<file path="src/verilog/iq_pkg.sv">
package iq_pkg;

  parameter int IQ_DEPTH = 8; // Default queue depth, a power of two.

  typedef enum logic [2:0] {
    OP_ALU,
    OP_MUL,
    OP_LOAD,
    OP_STORE,
    OP_BRANCH
  } iq_op_e;

  // Unit stored in the queue and presented at the issue slots.
  typedef struct packed {
    iq_op_e      op;
    logic [3:0]  tag;
    logic [15:0] payload;
  } iq_entry_t;

  function automatic logic is_mem_op(input iq_op_e op);
    logic mem;
    mem = (op == OP_LOAD) || (op == OP_STORE);
    return mem;
  endfunction

endpackage

</file>
<file path="src/verilog/iq_if.sv">
interface iq_if #(
  parameter int ENTRY_COUNT = iq_pkg::IQ_DEPTH
) ();

  logic                         push0;
  logic                         push1;
  iq_pkg::iq_entry_t            push_entry0;
  iq_pkg::iq_entry_t            push_entry1;
  logic                         pop0;
  logic                         pop1;
  iq_pkg::iq_entry_t            head0; // Oldest entry.
  iq_pkg::iq_entry_t            head1;
  logic [$clog2(ENTRY_COUNT):0] count;

  modport disp (
    output push0,
    output push1,
    output push_entry0,
    output push_entry1,
    input  count
  );

  modport queue (
    input  push0,
    input  push1,
    input  push_entry0,
    input  push_entry1,
    input  pop0,
    input  pop1,
    output head0,
    output head1,
    output count
  );

  modport issue (
    input  head0,
    input  head1,
    input  count,
    output pop0,
    output pop1
  );

endinterface

</file>
<file path="src/verilog/iq_cfg_regs.sv">
module iq_cfg_regs #(
  parameter int ENTRY_COUNT = iq_pkg::IQ_DEPTH
) (
  input  logic                         clk,
  input  logic                         arst_n,
  input  logic                         cfg_we,
  input  logic                         cfg_addr,
  input  logic [7:0]                   cfg_wdata,
  output logic [$clog2(ENTRY_COUNT):0] limit,
  output logic                         dual_en
);

  localparam int CW = $clog2(ENTRY_COUNT) + 1;

  logic [CW-1:0] limit_next;

  // Clamp the written limit into 1..ENTRY_COUNT.
  always_comb begin
    if (cfg_wdata == 8'd0) begin
      limit_next = CW'(1);
    end else if (int'(cfg_wdata) > ENTRY_COUNT) begin
      limit_next = CW'(ENTRY_COUNT);
    end else begin
      limit_next = cfg_wdata[CW-1:0];
    end
  end

  always_ff @(posedge clk or negedge arst_n) begin
    if (!arst_n) begin
      limit   <= CW'(ENTRY_COUNT); // Full depth.
      dual_en <= 1'b1;
    end else if (cfg_we) begin
      if (cfg_addr == 1'b0) begin
        limit <= limit_next;
      end else begin
        dual_en <= cfg_wdata[0];
      end
    end
  end

endmodule

</file>
<file path="src/verilog/dispatch_port.sv">
module dispatch_port #(
  parameter int ENTRY_COUNT = iq_pkg::IQ_DEPTH
) (
  input  logic                         clk,
  input  logic                         arst_n,
  input  logic                         req,
  input  logic                         two,
  input  iq_pkg::iq_entry_t            entry0,
  input  iq_pkg::iq_entry_t            entry1,
  output logic                         ack,
  input  logic [$clog2(ENTRY_COUNT):0] limit,
  iq_if.disp                           q
);

  localparam int CW = $clog2(ENTRY_COUNT) + 1;

  logic [CW:0] need;
  logic        fits;
  logic        do_push;

  // Occupancy after this bundle lands, one bit wider to avoid wrap.
  assign need = {1'b0, q.count} + (two ? (CW+1)'(2) : (CW+1)'(1));
  assign fits = need <= {1'b0, limit};

  // One push per handshake, only while ack is still low.
  assign do_push = req && !ack && fits;

  assign q.push0       = do_push;
  assign q.push1       = do_push && two;
  assign q.push_entry0 = entry0;
  assign q.push_entry1 = entry1;

  always_ff @(posedge clk or negedge arst_n) begin
    if (!arst_n) begin
      ack <= 1'b0;
    end else if (do_push) begin
      ack <= 1'b1; // Rises at the push edge.
    end else if (!req) begin
      ack <= 1'b0; // Return to zero after req drops.
    end
  end

  // The source keeps req up until it has seen ack.
  a_req_held: assert property (@(posedge clk) disable iff (!arst_n)
    req && !ack |=> req)
    else $error("disp_req dropped before disp_ack");

  // A new request must wait for ack to fall.
  a_req_after_ack: assert property (@(posedge clk) disable iff (!arst_n)
    !req && ack |=> !req)
    else $error("disp_req rose while disp_ack still high");

endmodule

</file>
<file path="src/verilog/issue_queue.sv">
module issue_queue #(
  parameter int ENTRY_COUNT = iq_pkg::IQ_DEPTH
) (
  input  logic clk,
  input  logic arst_n,
  input  logic flush,
  iq_if.queue  q
);

  localparam int AW = $clog2(ENTRY_COUNT);

  iq_pkg::iq_entry_t mem [ENTRY_COUNT];

  logic [AW-1:0] wr_ptr;
  logic [AW-1:0] rd_ptr;
  logic [AW:0]   count_q;
  logic [1:0]    n_push;
  logic [1:0]    n_pop;

  assign n_push = 2'(q.push0) + 2'(q.push1);
  assign n_pop  = 2'(q.pop0) + 2'(q.pop1);

  // Entry storage.
  always_ff @(posedge clk) begin
    if (q.push0) begin
      mem[wr_ptr] <= q.push_entry0;
    end
    if (q.push1) begin
      mem[wr_ptr + AW'(1)] <= q.push_entry1; // Wraps with the pointer.
    end
  end

  always_ff @(posedge clk or negedge arst_n) begin
    if (!arst_n) begin
      wr_ptr  <= '0;
      rd_ptr  <= '0;
      count_q <= '0;
    end else if (flush) begin
      wr_ptr  <= '0;
      rd_ptr  <= '0;
      count_q <= '0;
    end else begin
      wr_ptr  <= wr_ptr + AW'(n_push);
      rd_ptr  <= rd_ptr + AW'(n_pop);
      count_q <= count_q + (AW+1)'(n_push) - (AW+1)'(n_pop);
    end
  end

  assign q.head0 = mem[rd_ptr];
  assign q.head1 = mem[rd_ptr + AW'(1)];
  assign q.count = count_q;

  // Dispatch sizes its bundle against the count before this cycle's pops.
  a_no_overflow: assert property (@(posedge clk) disable iff (!arst_n)
    !flush |-> (int'(count_q) + int'(n_push)) <= ENTRY_COUNT)
    else $error("push beyond queue depth");

  a_no_underflow: assert property (@(posedge clk) disable iff (!arst_n)
    !flush |-> (AW+1)'(n_pop) <= count_q)
    else $error("pop beyond queue count");

  a_push_order: assert property (@(posedge clk) disable iff (!arst_n)
    q.push1 |-> q.push0)
    else $error("push1 without push0");

  a_pop_order: assert property (@(posedge clk) disable iff (!arst_n)
    q.pop1 |-> q.pop0)
    else $error("pop1 without pop0");

endmodule

</file>
<file path="src/verilog/issue_select.sv">
module issue_select (
  input  logic              issue_ready,
  input  logic              dual_en,
  iq_if.issue               q,
  output logic              vld0,
  output logic              vld1,
  output iq_pkg::iq_entry_t entry0,
  output iq_pkg::iq_entry_t entry1
);

  logic two_avail;
  logic mem_pair;

  assign two_avail = q.count >= 2;

  // Two memory operations never go out together.
  assign mem_pair = iq_pkg::is_mem_op(q.head0.op) && iq_pkg::is_mem_op(q.head1.op);

  assign vld0 = q.count >= 1;
  assign vld1 = two_avail && dual_en && !mem_pair;

  assign entry0 = q.head0;
  assign entry1 = q.head1;

  // Slot 1 only consumes together with slot 0, keeping program order.
  assign q.pop0 = vld0 && issue_ready;
  assign q.pop1 = vld1 && issue_ready;

endmodule

</file>
<file path="src/verilog/iq_top.sv">
module iq_top #(
  parameter int ENTRY_COUNT = iq_pkg::IQ_DEPTH
) (
  input  logic                         clk,
  input  logic                         arst_n,
  input  logic                         disp_req,
  input  logic                         disp_two,
  input  iq_pkg::iq_entry_t            disp_entry0,
  input  iq_pkg::iq_entry_t            disp_entry1,
  output logic                         disp_ack,
  input  logic                         issue_ready,
  output logic                         issue_vld0,
  output logic                         issue_vld1,
  output iq_pkg::iq_entry_t            issue_entry0,
  output iq_pkg::iq_entry_t            issue_entry1,
  input  logic                         cfg_we,
  input  logic                         cfg_addr,
  input  logic [7:0]                   cfg_wdata,
  input  logic                         flush,
  output logic [$clog2(ENTRY_COUNT):0] iq_count
);

  logic [$clog2(ENTRY_COUNT):0] limit;
  logic                         dual_en;

  iq_if #(.ENTRY_COUNT(ENTRY_COUNT)) q_if ();

  iq_cfg_regs #(.ENTRY_COUNT(ENTRY_COUNT)) u_cfg (
    .clk       (clk),
    .arst_n    (arst_n),
    .cfg_we    (cfg_we),
    .cfg_addr  (cfg_addr),
    .cfg_wdata (cfg_wdata),
    .limit     (limit),
    .dual_en   (dual_en)
  );

  dispatch_port #(.ENTRY_COUNT(ENTRY_COUNT)) u_disp (
    .clk    (clk),
    .arst_n (arst_n),
    .req    (disp_req),
    .two    (disp_two),
    .entry0 (disp_entry0),
    .entry1 (disp_entry1),
    .ack    (disp_ack),
    .limit  (limit),
    .q      (q_if.disp)
  );

  issue_queue #(.ENTRY_COUNT(ENTRY_COUNT)) u_queue (
    .clk    (clk),
    .arst_n (arst_n),
    .flush  (flush),
    .q      (q_if.queue)
  );

  issue_select u_sel (
    .issue_ready (issue_ready),
    .dual_en     (dual_en),
    .q           (q_if.issue),
    .vld0        (issue_vld0),
    .vld1        (issue_vld1),
    .entry0      (issue_entry0),
    .entry1      (issue_entry1)
  );

  assign iq_count = q_if.count;

endmodule

</file>
<file path="config.mk">
export PLATFORM = sky130hd
export DESIGN_NAME = iq_top
export DESIGN_NICKNAME = d
export VERILOG_FILES = /design/src/verilog/iq_pkg.sv /design/src/verilog/iq_if.sv /design/src/verilog/iq_cfg_regs.sv /design/src/verilog/dispatch_port.sv /design/src/verilog/issue_queue.sv /design/src/verilog/issue_select.sv /design/src/verilog/iq_top.sv
export SDC_FILE = /design/constraint.sdc
export NUM_CORES = 1
export LEC_CHECK = 0
export ABC_CLOCK_PERIOD_IN_PS = 5160
export BUFFER_PORTS_ARGS = -buffer_cell sky130_fd_sc_hd__buf_2
export CAP_MARGIN = 20
export CORE_AREA = 3 3 123 173
export CTS_CLUSTER_SIZE = 30
export DETAILED_ROUTE_END_ITERATION = 12
export DIE_AREA = 0 0 126 176
export GPL_ROUTABILITY_DRIVEN = 0
export PLACE_DENSITY = 0.82
export SLEW_MARGIN = 20
export SYNTH_ARGS = -nofsm -noshare
export SYNTH_HDL_FRONTEND = slang
export SYNTH_SLANG_ARGS = --single-unit
</file>
<file path="constraint.sdc">
create_clock -name clk -period 5.16 [get_ports clk]
set_clock_uncertainty 0.15 [all_clocks]
set_input_delay 1.032 -clock clk [delete_from_list [all_inputs] [get_ports clk]]
set_output_delay 1.032 -clock clk [all_outputs]
set_load 0.01 [all_outputs]
</file>
==> results of run 1 <==
metal layers:
metal	track usage (%)	share of wire [%]
met2	46.6	54
met4	9.93	2.6
met3	5.36	6.5
met1	32.5	37
met5	0	0.11
worst max-delay path by stage:
stage	from	to	slack (ps)	depth (start not counted)
after floorplan	disp_two	u_queue.q.count[3]$_DFF_PN0_	770	16
after global placement	disp_two	u_queue.q.count[3]$_DFF_PN0_	430	17
after detailed placement	disp_two	u_queue.q.count[3]$_DFF_PN0_	240	17
after CTS	u_queue.rd_ptr[0]$_DFF_PN0_	u_queue.q.count[3]$_DFF_PN0_	510	13
after global routing	u_queue.rd_ptr[1]$_DFF_PN0_	u_queue.q.count[3]$_DFF_PN0_	210	13
final	u_queue.rd_ptr[1]$_DFF_PN0_	u_queue.q.count[3]$_DFF_PN0_	500	13
kinds of logic after synthesis:
logic type / synth area share, %
DFF: 50.1
xor gates and xnor gates: 0.793
adders and majority gates: 2.75
muxes: 40.1
AOI/OAI and AO/OA: 1.33
buffers and inverters: 2.47
and+or+nand+nor: 2.46
power groups by stage:
stage          logic, mW  clock network, mW  registers [mW]
3_3_place_gp        2.45                  0            2.05
2_1_floorplan       1.76                  0            2.04
6_report            2.52               1.24            2.03
3_5_place_dp        2.54                  0            2.06
5_1_grt             2.70               1.32            2.04
4_1_cts             2.56               1.25            2.03
critical path, cell delays in order, from the launching register on:
cell      delay [ps]
dfrtp_4          480
ha_2             510
mux4_2           540
mux2_2           290
nor4bb_1         660
nor3b_1          160
ha_1             290
fa_1             530
inv_1             80
ha_1             300
a21o_1           180
a21oi_1          180
xnor2_1          130
nor2_1            60
final cells by class:
type / instances / share of cell area [%]
timing repair buffer: 141 / 6.18
sequential: 200 / 44.5
clock buffer: 19 / 3.25
tap: 252 / 2.37
multi-input combinational: 436 / 42.4
antenna: 2 / 0.0376
inverter: 17 / 0.479
clock inverter: 13 / 0.732
flip-flops by register name (all words and copies together), names as in the netlist:
| register | flops |
|---|---|
| u_queue.rd_ptr | 3 |
| u_queue.mem | 184 |
| u_queue.wr_ptr | 3 |
| u_queue.q.count | 4 |
| u_cfg.dual_en | 1 |
| u_cfg.limit | 4 |
| u_disp.ack | 1 |
per-stage QoR:
step	area, um^2	total power, mW	hold WS, ps	worst slack, ps
2_1_floorplan	11800	3.79	295	766
3_3_place_gp	12800	4.50	318	426
3_5_place_dp	12800	4.60	318	244
4_1_cts	13300	5.83	335	512
5_1_grt	13300	6.06	367	213
6_report	13300	5.79	329	496
placed cells by master (no fill, tap or decap), drive strengths merged, types with 2 or more instances in the layout:
master | Yosys | layout
a21o | 2 | 2
a21oi | 9 | 9
a22o | 2 | 2
a32oi | 2 | 2
buf | 36 | 141
clkbuf | 10 | 19
clkinv | 0 | 5
clkinvlp | 0 | 4
dfrtp | 14 | 14
dfstp | 2 | 2
diode | 0 | 2
edfxtp | 184 | 184
fa | 5 | 5
ha | 18 | 18
inv | 17 | 21
mux2 | 231 | 231
mux4 | 92 | 92
nand2 | 11 | 11
nand2b | 2 | 2
nand3 | 6 | 6
nor2 | 21 | 21
nor2b | 5 | 5
nor3 | 4 | 4
o21ai | 2 | 2
xnor2 | 5 | 5
xor2 | 4 | 4
==> flow_metrics.env, run 1 <==
export IMPL_synth_warnings=0
export IMPL_synth_edff_count=184
export IMPL_grt_pass1_wl_mm=44.5
export IMPL_reg2regPathDepth=13
export IMPL_cp_required_ps=5330
export IMPL_ios=115
export IMPL_grt_start_max_net_pins=61
export IMPL_via_count=7171
export IMPL_fin_crit_sh_pct=90.4
export IMPL_synth_seq_cells=200
export IMPL_fin_util_pct=67.2
export IMPL_power_share_clock_pct=21.4
export IMPL_track_usage_pct=26.5
export IMPL_hold_path_startpoint="u_cfg.limit[0]$_DFFE_PN0P_"
export IMPL_drt_iter0_drc=601
export IMPL_drv_slew=0
export IMPL_netlist_top_cells_area="edfxtp_1 (47%), mux2_2 (20%), mux4_2 (18%), dfrtp_1 (3.0%), mux2_4 (2.5%)"
export IMPL_outcome="complete, no violations"
export IMPL_wire_per_inst_um=26.9
export IMPL_maxCapViolCount=0
export IMPL_root_buffer="clkbuf_16"
export IMPL_io_buffers=114
export IMPL_via_per_inst=6.64
export IMPL_coreArea_um2=19800
export IMPL_syn_mean_instance_area_um2=16.9
export IMPL_postCtsSetupBuffers=0
export IMPL_die_x_um=126
export IMPL_synth_net_count=784
export IMPL_tritoncts="yes"
export IMPL_start_util_pct=59.7
export IMPL_ir_worst_vdd_mv=0.309
export IMPL_crit_type="reg -> reg"
export IMPL_p_leak_nw=4.70
export IMPL_fmax_ghz=0.214
export IMPL_areaGrowthSynthToFinish_pct=12.6
export IMPL_p_comb_share_pct=43.6
export IMPL_cts_path_max_buffers=2
export IMPL_rows=61
export IMPL_yosysUniqueCellTypes=47
export IMPL_synth_top_area_share_pct=46.7
export IMPL_placed_cells=1046
export IMPL_yosys_top_cells_count="mux2_2 (207), edfxtp_1 (184), mux4_2 (92)"
export IMPL_routed_wl_mm=29.0
export IMPL_arrival_ps=4830
export IMPL_min_to="u_cfg.limit[0]$_DFFE_PN0P_"
export IMPL_worstReg2RegStart="u_queue.rd_ptr[1]$_DFF_PN0_"
export IMPL_hold_viol=0
export IMPL_num_nets_final=898
export IMPL_rsz0062_at_grt="false"
export IMPL_clock_latency_ps=430
export IMPL_fillers=1382
export IMPL_dieArea_um2=22200
export IMPL_switching_share_pct=33.6
export IMPL_finalSetupTns_ps=0
export IMPL_numCtsBuffers=17
export IMPL_seqCellArea_um2=5940
export IMPL_synth_seq_area_share_pct=50.1
export IMPL_internal_power_mw=3.85
export IMPL_drc_errors=0
export IMPL_rr_endpoint="u_queue.q.count[3]$_DFF_PN0_"
export IMPL_cts_resized=0
export IMPL_htreeDepth=4
export IMPL_multi_input_area_um2=5650
export IMPL_worst_pin_slew_ps=977
export IMPL_seqPwrFrac_pct=35.1
export IMPL_cts_clk_slew_worst_paths_ps=70
export IMPL_layout_cells_non_filler=1080
export IMPL_crit_path_start_kind="flop"
export IMPL_antenna_left=0
export IMPL_period_minus_slack_ps=4660
export IMPL_cellPowerDensity_nw_per_um2=434
export IMPL_clock_sinks=200
export IMPL_relSlewSlack_pct=34.9
export IMPL_dp_hpwl_mm=18.0
export IMPL_grt_pass1_vias=7812
export IMPL_path_max_fanout=9
export IMPL_cp_end_kind="flop"
export IMPL_synth_largest_area_cell="edfxtp_1"
export IMPL_antenna_found_initial=3
export IMPL_hold_depth=2
export IMPL_setup_viol_count_final=0
export IMPL_switchingPower_mw=1.94
export IMPL_synth_ff_type="edfxtp_1"
export IMPL_synth_async_sr_flop_share_pct=8.00
export IMPL_layout_drive_gt1_share_pct=61.4
export IMPL_hp_class="reg -> reg"
export IMPL_yosysMostFrequentCell="mux2_2"
export IMPL_overflow=0
export IMPL_hold_buffers=0
export IMPL_fp_dieH_um=176
export IMPL_synth_area_um2=11800
export IMPL_firstDrtPassIters=5
export IMPL_reg2reg_slack_ps=500
export IMPL_synthCells=699
No activity file was read; power rests on OpenSTA's default activity.
==> inputs of run 2 (changes only) <==
--- a/config.mk
+++ b/config.mk
@@ -14,6 +14,7 @@
 export DIE_AREA = 0 0 126 176
 export GPL_ROUTABILITY_DRIVEN = 0
 export PLACE_DENSITY = 0.82
+export REMOVE_ABC_BUFFERS = 1
 export SLEW_MARGIN = 20
 export SYNTH_ARGS = -nofsm -noshare
 export SYNTH_HDL_FRONTEND = slang
==> run 2 against run 1 <==
  * Global-route usage down 0.29 points
  * Sequential share of layout area down 0.26 points
  * Setup slack better by 190 ps
  * Count of clock-buffer cells in the layout up 1
  * Register-to-register slack better by 300 ps
  * Wire length down 2.0%
  * Core utilization up 0.39 points
  * Clock power up 8%
  * Final area up 0.58%
  * Fmax up 4.1%
  * Hold slack better by 25 ps
  * Critical path type is now in -> reg
==> flow_metrics.env, run 2 (synthesis results as in run 1) <==
export IMPL_fin_crit_sh_pct=86.8
export IMPL_layout_drive_gt1_share_pct=61.1
export IMPL_placed_cells=1046
export IMPL_hold_buffers=0
export IMPL_cp_slowest_cell="fa_1"
export IMPL_worst_pin_slew_ps=1010
export IMPL_largest_register="u_queue.mem"
export IMPL_wire_per_inst_um=26.4
export IMPL_overflow=0
export IMPL_cp_end_kind="flop"
export IMPL_place_area_um2=12800
export IMPL_areaGrowthSynthToFinish_pct=13.2
export IMPL_htreeDepth=4
export IMPL_antenna_found_initial=4
export IMPL_antenna_left=0
export IMPL_place_ws_ps=260
export IMPL_clock_latency_ps=430
export IMPL_via_count=7128
export IMPL_rows=61
export IMPL_track_usage_pct=26.2
export IMPL_largest_register_ffs=184
export IMPL_firstDrtPassIters=5
export IMPL_seqPwrFrac_pct=34.6
export IMPL_switching_share_pct=32.2
export IMPL_path_max_fanout=8
export IMPL_dieArea_um2=22200
export IMPL_grt_start_max_net_pins=92
export IMPL_fmax_ghz=0.223
export IMPL_p_comb_share_pct=42.6
export IMPL_hold_slack_ps=355
export IMPL_crit_chain="buf_2 -> inv_2 -> ha_1 -> fa_1 -> xor2_1 -> ha_1 -> a21oi_1 -> o211ai_1 -> a21oi_2 -> nand2_1 -> fa_1 -> inv_1 -> ha_1 -> a21o_1 -> a21oi_1 -> xnor2_1 -> nor2_1"
export IMPL_postCtsSetupBuffers=0
export IMPL_critPathMaxStageDelay_ps=510
export IMPL_crit_path_frequent_cell="ha_1"
export IMPL_num_nets_final=898
export IMPL_drv_slew=0
export IMPL_period_minus_slack_ps=4480
export IMPL_power_share_clock_pct=22.8
export IMPL_hold_viol=0
export IMPL_finalInstanceArea_um2=13400
export IMPL_layout_cells_non_filler=1078
export IMPL_fp_dieH_um=176
export IMPL_p_leak_nw=4.73
export IMPL_outcome="complete, no violations"
export IMPL_cellPowerDensity_nw_per_um2=439
export IMPL_setup_ws_ps=681
export IMPL_die_x_um=126
export IMPL_ios=115
export IMPL_switchingPower_mw=1.89
export IMPL_root_buffer="clkbuf_16"
export IMPL_setup_viol_count_final=0
export IMPL_dp_hpwl_mm=18.4
export IMPL_ir_worst_vdd_mv=0.340
export IMPL_cts_path_max_buffers=2
export IMPL_final_common_cell="mux2_2"
export IMPL_diodes=0
export IMPL_clock_sinks=200
export IMPL_hp_class="in -> async"
export IMPL_crit_type="in -> reg"
export IMPL_via_per_inst=6.61
export IMPL_cts_clk_slew_worst_paths_ps=70
export IMPL_routed_wl_mm=28.4
export IMPL_cp_required_ps=5330
export IMPL_rsz0062_at_grt="false"
export IMPL_drc_errors=0
export IMPL_coreArea_um2=19800
export IMPL_io_buffers=114
export IMPL_finalSetupTns_ps=0
export IMPL_grt_pass1_vias=7905
export IMPL_grt_pass1_wl_mm=44.2
export IMPL_final_cell_mix="mux2_2 (207), edfxtp_1 (184), buf_2 (114), mux4_2 (92), buf_4 (21)"
export IMPL_maxCapViolCount=0
export IMPL_tritoncts="yes"
export IMPL_arrival_ps=4650
export IMPL_fin_util_pct=67.5
export IMPL_drt_iter0_drc=656
export IMPL_numCtsBuffers=17
export IMPL_cts_resized=0
export IMPL_crit_path_start_kind="primary input"
export IMPL_internal_power_mw=3.99
export IMPL_start_util_pct=59.7
export IMPL_total_power_mw=5.88
export IMPL_relSlewSlack_pct=32.9
-- run 2: cell types whose count changed in the layout (fill, tap and decap cells not counted), moves of 2 or more --
cell / previous run / this run
buf_12: 4 / 6
inv_6: 3 / 1
diode_2: 2 / 0
buf_4: 23 / 21
clkinvlp_4: 4 / 2
bufinv_16: 0 / 3
-- run 2: final cells by class --
type,instances,area (um^2)
Fill cell,1319,6440
Clock buffer,20,437
Clock inverter,12,151
Multi-Input combinational cell,436,5650
Sequential cell,200,5940
Timing Repair Buffer,141,848
Inverter,17,63.8
Tap cell,252,315
-- run 2: critical path, delay by kind of cell --
kind                     cells  cell delay [ps]
adder cells (fa/ha/maj)      5             1790
XOR/XNOR                     2              310
AND/OR/NAND/NOR              2              210
AO/OA/AOI/OAI                5              990
buffers and inverters        3              300
-- run 2: power groups by stage --
| stage | clock network, mW | logic (mW) | registers [mW] |
|---|---|---|---|
| finish | 1.34 | 2.51 | 2.04 |
| detailed placement | 0 | 2.52 | 2.07 |
| CTS | 1.35 | 2.53 | 2.03 |
| floorplan | 0 | 1.64 | 2.18 |
| global route | 1.41 | 2.70 | 2.05 |
| global placement | 0 | 2.44 | 2.05 |
-- run 2: routing by layer --
metal  share of wire, %  track usage (%)  vias up
li1                   -                -     3073
met1                 35             30.8     3694
met2                 55             47.8      288
met3                6.8             5.39       65
met4                2.8             9.17        8
met5               0.19                0        -
-- run 2: final timing paths --
check / slack (ps) / to / from / depth (start not counted)
worst max-delay path: 680 / u_queue.q.count[3]$_DFF_PN0_ / disp_two / 17
worst min-delay path: 350 / u_queue.q.count[3]$_DFF_PN0_ / arst_n / 1
worst max register to register: 800 / u_queue.q.count[3]$_DFF_PN0_ / u_queue.rd_ptr[0]$_DFF_PN0_ / 13
worst min register to register: 360 / u_cfg.limit[0]$_DFFE_PN0P_ / u_cfg.limit[0]$_DFFE_PN0P_ / 2
max in group asynchronous: 4190 / u_cfg.dual_en$_DFFE_PN1P_ / arst_n / 1
min in group clk: 360 / u_cfg.limit[0]$_DFFE_PN0P_ / u_cfg.limit[0]$_DFFE_PN0P_ / 2
==> inputs of run 3 (changes only) <==
--- a/config.mk
+++ b/config.mk
@@ -5,7 +5,7 @@
 export SDC_FILE = /design/constraint.sdc
 export NUM_CORES = 1
 export LEC_CHECK = 0
-export ABC_CLOCK_PERIOD_IN_PS = 5160
+export ABC_CLOCK_PERIOD_IN_PS = 4900
 export BUFFER_PORTS_ARGS = -buffer_cell sky130_fd_sc_hd__buf_2
 export CAP_MARGIN = 20
 export CORE_AREA = 3 3 123 173
@@ -14,7 +14,6 @@
 export DIE_AREA = 0 0 126 176
 export GPL_ROUTABILITY_DRIVEN = 0
 export PLACE_DENSITY = 0.82
-export REMOVE_ABC_BUFFERS = 1
 export SLEW_MARGIN = 20
 export SYNTH_ARGS = -nofsm -noshare
 export SYNTH_HDL_FRONTEND = slang
==> constraint.sdc (replaced) <==
create_clock -name clk -period 4.9 [get_ports clk]
set_clock_uncertainty 0.15 [all_clocks]
set_input_delay 0.98 -clock clk [delete_from_list [all_inputs] [get_ports clk]]
set_output_delay 0.98 -clock clk [all_outputs]
set_load 0.01 [all_outputs]
==> run 3 against run 2 <==
  * Combinational power is 5% higher
  * Clock power grew 14%
  * Register-to-register slack got worse by 470 ps
  * Flip-flop and latch count unchanged
  * Critical path type is now reg -> reg
  * Largest power group unchanged
==> flow_metrics.env, run 3 (synthesis results as in run 1) <==
export IMPL_largest_register_ffs=184
export IMPL_layout_drive_gt1_share_pct=62.0
export IMPL_antenna_found_initial=1
export IMPL_areaGrowthSynthToFinish_pct=13.5
export IMPL_via_count=7208
export IMPL_total_power_mw=6.30
export IMPL_cts_resized=0
export IMPL_fin_crit_sh_pct=93.4
export IMPL_die_x_um=126
export IMPL_crit_path_start_kind="flop"
export IMPL_overflow=0
export IMPL_fp_dieH_um=176
export IMPL_htreeDepth=4
export IMPL_seqCellArea_um2=5940
export IMPL_grt_pass1_vias=7808
export IMPL_start_util_pct=59.7
export IMPL_antenna_left=0
export IMPL_cts_clk_slew_worst_paths_ps=70
export IMPL_track_usage_pct=26.2
export IMPL_path_max_fanout=52
export IMPL_worst_pin_slew_ps=939
export IMPL_routed_wl_mm=28.4
export IMPL_wire_per_inst_um=26.3
export IMPL_drv_slew=0
export IMPL_grt_pass1_wl_mm=44.0
export IMPL_postCtsSetupBuffers=0
export IMPL_fmax_ghz=0.219
export IMPL_cp_end_kind="flop"
export IMPL_arrival_ps=4750
export IMPL_layout_cells_non_filler=1083
export IMPL_placed_cells=1051
export IMPL_firstDrtPassIters=5
export IMPL_largest_register="u_queue.mem"
export IMPL_crit_type="reg -> reg"
export IMPL_clock_latency_ps=440
export IMPL_period_minus_slack_ps=4570
export IMPL_coreArea_um2=19800
export IMPL_fillers=1355
export IMPL_rsz0062_at_grt="false"
export IMPL_drc_errors=0
export IMPL_cts_path_max_buffers=2
export IMPL_setup_ws_ps=325
export IMPL_p_leak_nw=4.77
export IMPL_finalSetupTns_ps=0
export IMPL_ios=115
export IMPL_cp_required_ps=5080
export IMPL_num_nets_final=903
export IMPL_hold_buffers=0
export IMPL_grt_start_max_net_pins=53
export IMPL_maxCapViolCount=0
export IMPL_io_buffers=114
export IMPL_numCtsBuffers=17
export IMPL_root_buffer="clkbuf_16"
export IMPL_place_ws_ps=271
export IMPL_drt_iter0_drc=677
export IMPL_final_common_cell="mux2_2"
export IMPL_multi_input_area_um2=5650
export IMPL_hold_viol=0
export IMPL_ir_worst_vdd_mv=0.383
export IMPL_relSlewSlack_pct=37.4
export IMPL_diodes=0
export IMPL_dieArea_um2=22200
export IMPL_cellPowerDensity_nw_per_um2=469
export IMPL_setup_viol_count_final=0
export IMPL_outcome="complete, no violations"
export IMPL_hp_class="in -> async"
export IMPL_via_per_inst=6.66
export IMPL_tritoncts="yes"
export IMPL_rows=61
export IMPL_clock_sinks=200
export IMPL_dp_hpwl_mm=17.5
export IMPL_final_cell_mix="mux2_2 (207), edfxtp_1 (184), buf_2 (114), mux4_2 (92), buf_4 (31)"
-- run 3: cell types whose count changed in the layout (fill, tap and decap cells not counted), sizes merged --
| cell | delta |
|---|---|
| buf | +5 |
| bufinv | +1 |
| clkbuf | -3 |
| clkinv | -2 |
| inv | +4 |
-- run 3: critical path: stages (launching register included) --
cell	delay, ps
dfrtp_4	410
buf_4	700
mux4_2	590
mux2_2	280
nor4bb_1	440
buf_4	190
nor3b_1	50
ha_1	240
fa_1	510
inv_1	70
ha_1	290
a21o_1	170
a21oi_1	160
xnor2_1	140
nor2_1	50
-- run 3: metal layers --
layer  part of all wire (%)  vias up  global-route usage, %
li1                       -     3076                      -
met1                     37     3748                   32.0
met2                     54      317                   46.1
met3                    6.1       65                   4.60
met4                    2.9        2                   10.8
met5                  0.046        -                      0
-- run 3: worst paths after layout --
path,startpoint,endpoint,slack [ps],cells after the start
max in group asynchronous,arst_n,u_queue.rd_ptr[0]$_DFF_PN0_,3990,1
min reg2reg,u_cfg.limit[0]$_DFFE_PN0P_,u_cfg.limit[0]$_DFFE_PN0P_,340,2
min,arst_n,u_cfg.limit[1]$_DFFE_PN0P_,300,1
max,u_queue.rd_ptr[0]$_DFF_PN0_,u_queue.q.count[3]$_DFF_PN0_,330,14
max reg2reg,u_queue.rd_ptr[0]$_DFF_PN0_,u_queue.q.count[3]$_DFF_PN0_,330,14
min in group clk,u_cfg.limit[0]$_DFFE_PN0P_,u_cfg.limit[0]$_DFFE_PN0P_,340,2
-- run 3: area by class of cell --
cell class	instances	area share (%)
clock buffers	17	3.17
multi-input cells	436	42.1
well taps	252	2.35
inverters	17	0.475
flip-flops and latches	200	44.2
clock inverters	15	1.62
repair buffers	146	6.13
-- run 3: stage by stage --
step	utilization, %	cell area (um^2)	hold slack, ps
floorplan	-	11800	295
global placement	64.5	12800	320
detailed placement	64.5	12800	329
CTS	67.7	13400	295
global route	67.7	13400	308
finish	67.7	13400	297
-- run 3: power by group --
part	switching [mW]	leakage (nW)	total, mW	internal (mW)
clock network	0.662	0.309	1.53	0.869
registers	0.0854	1.87	2.14	2.05
logic	1.29	2.59	2.64	1.35
total	2.04	4.77	6.30	4.27
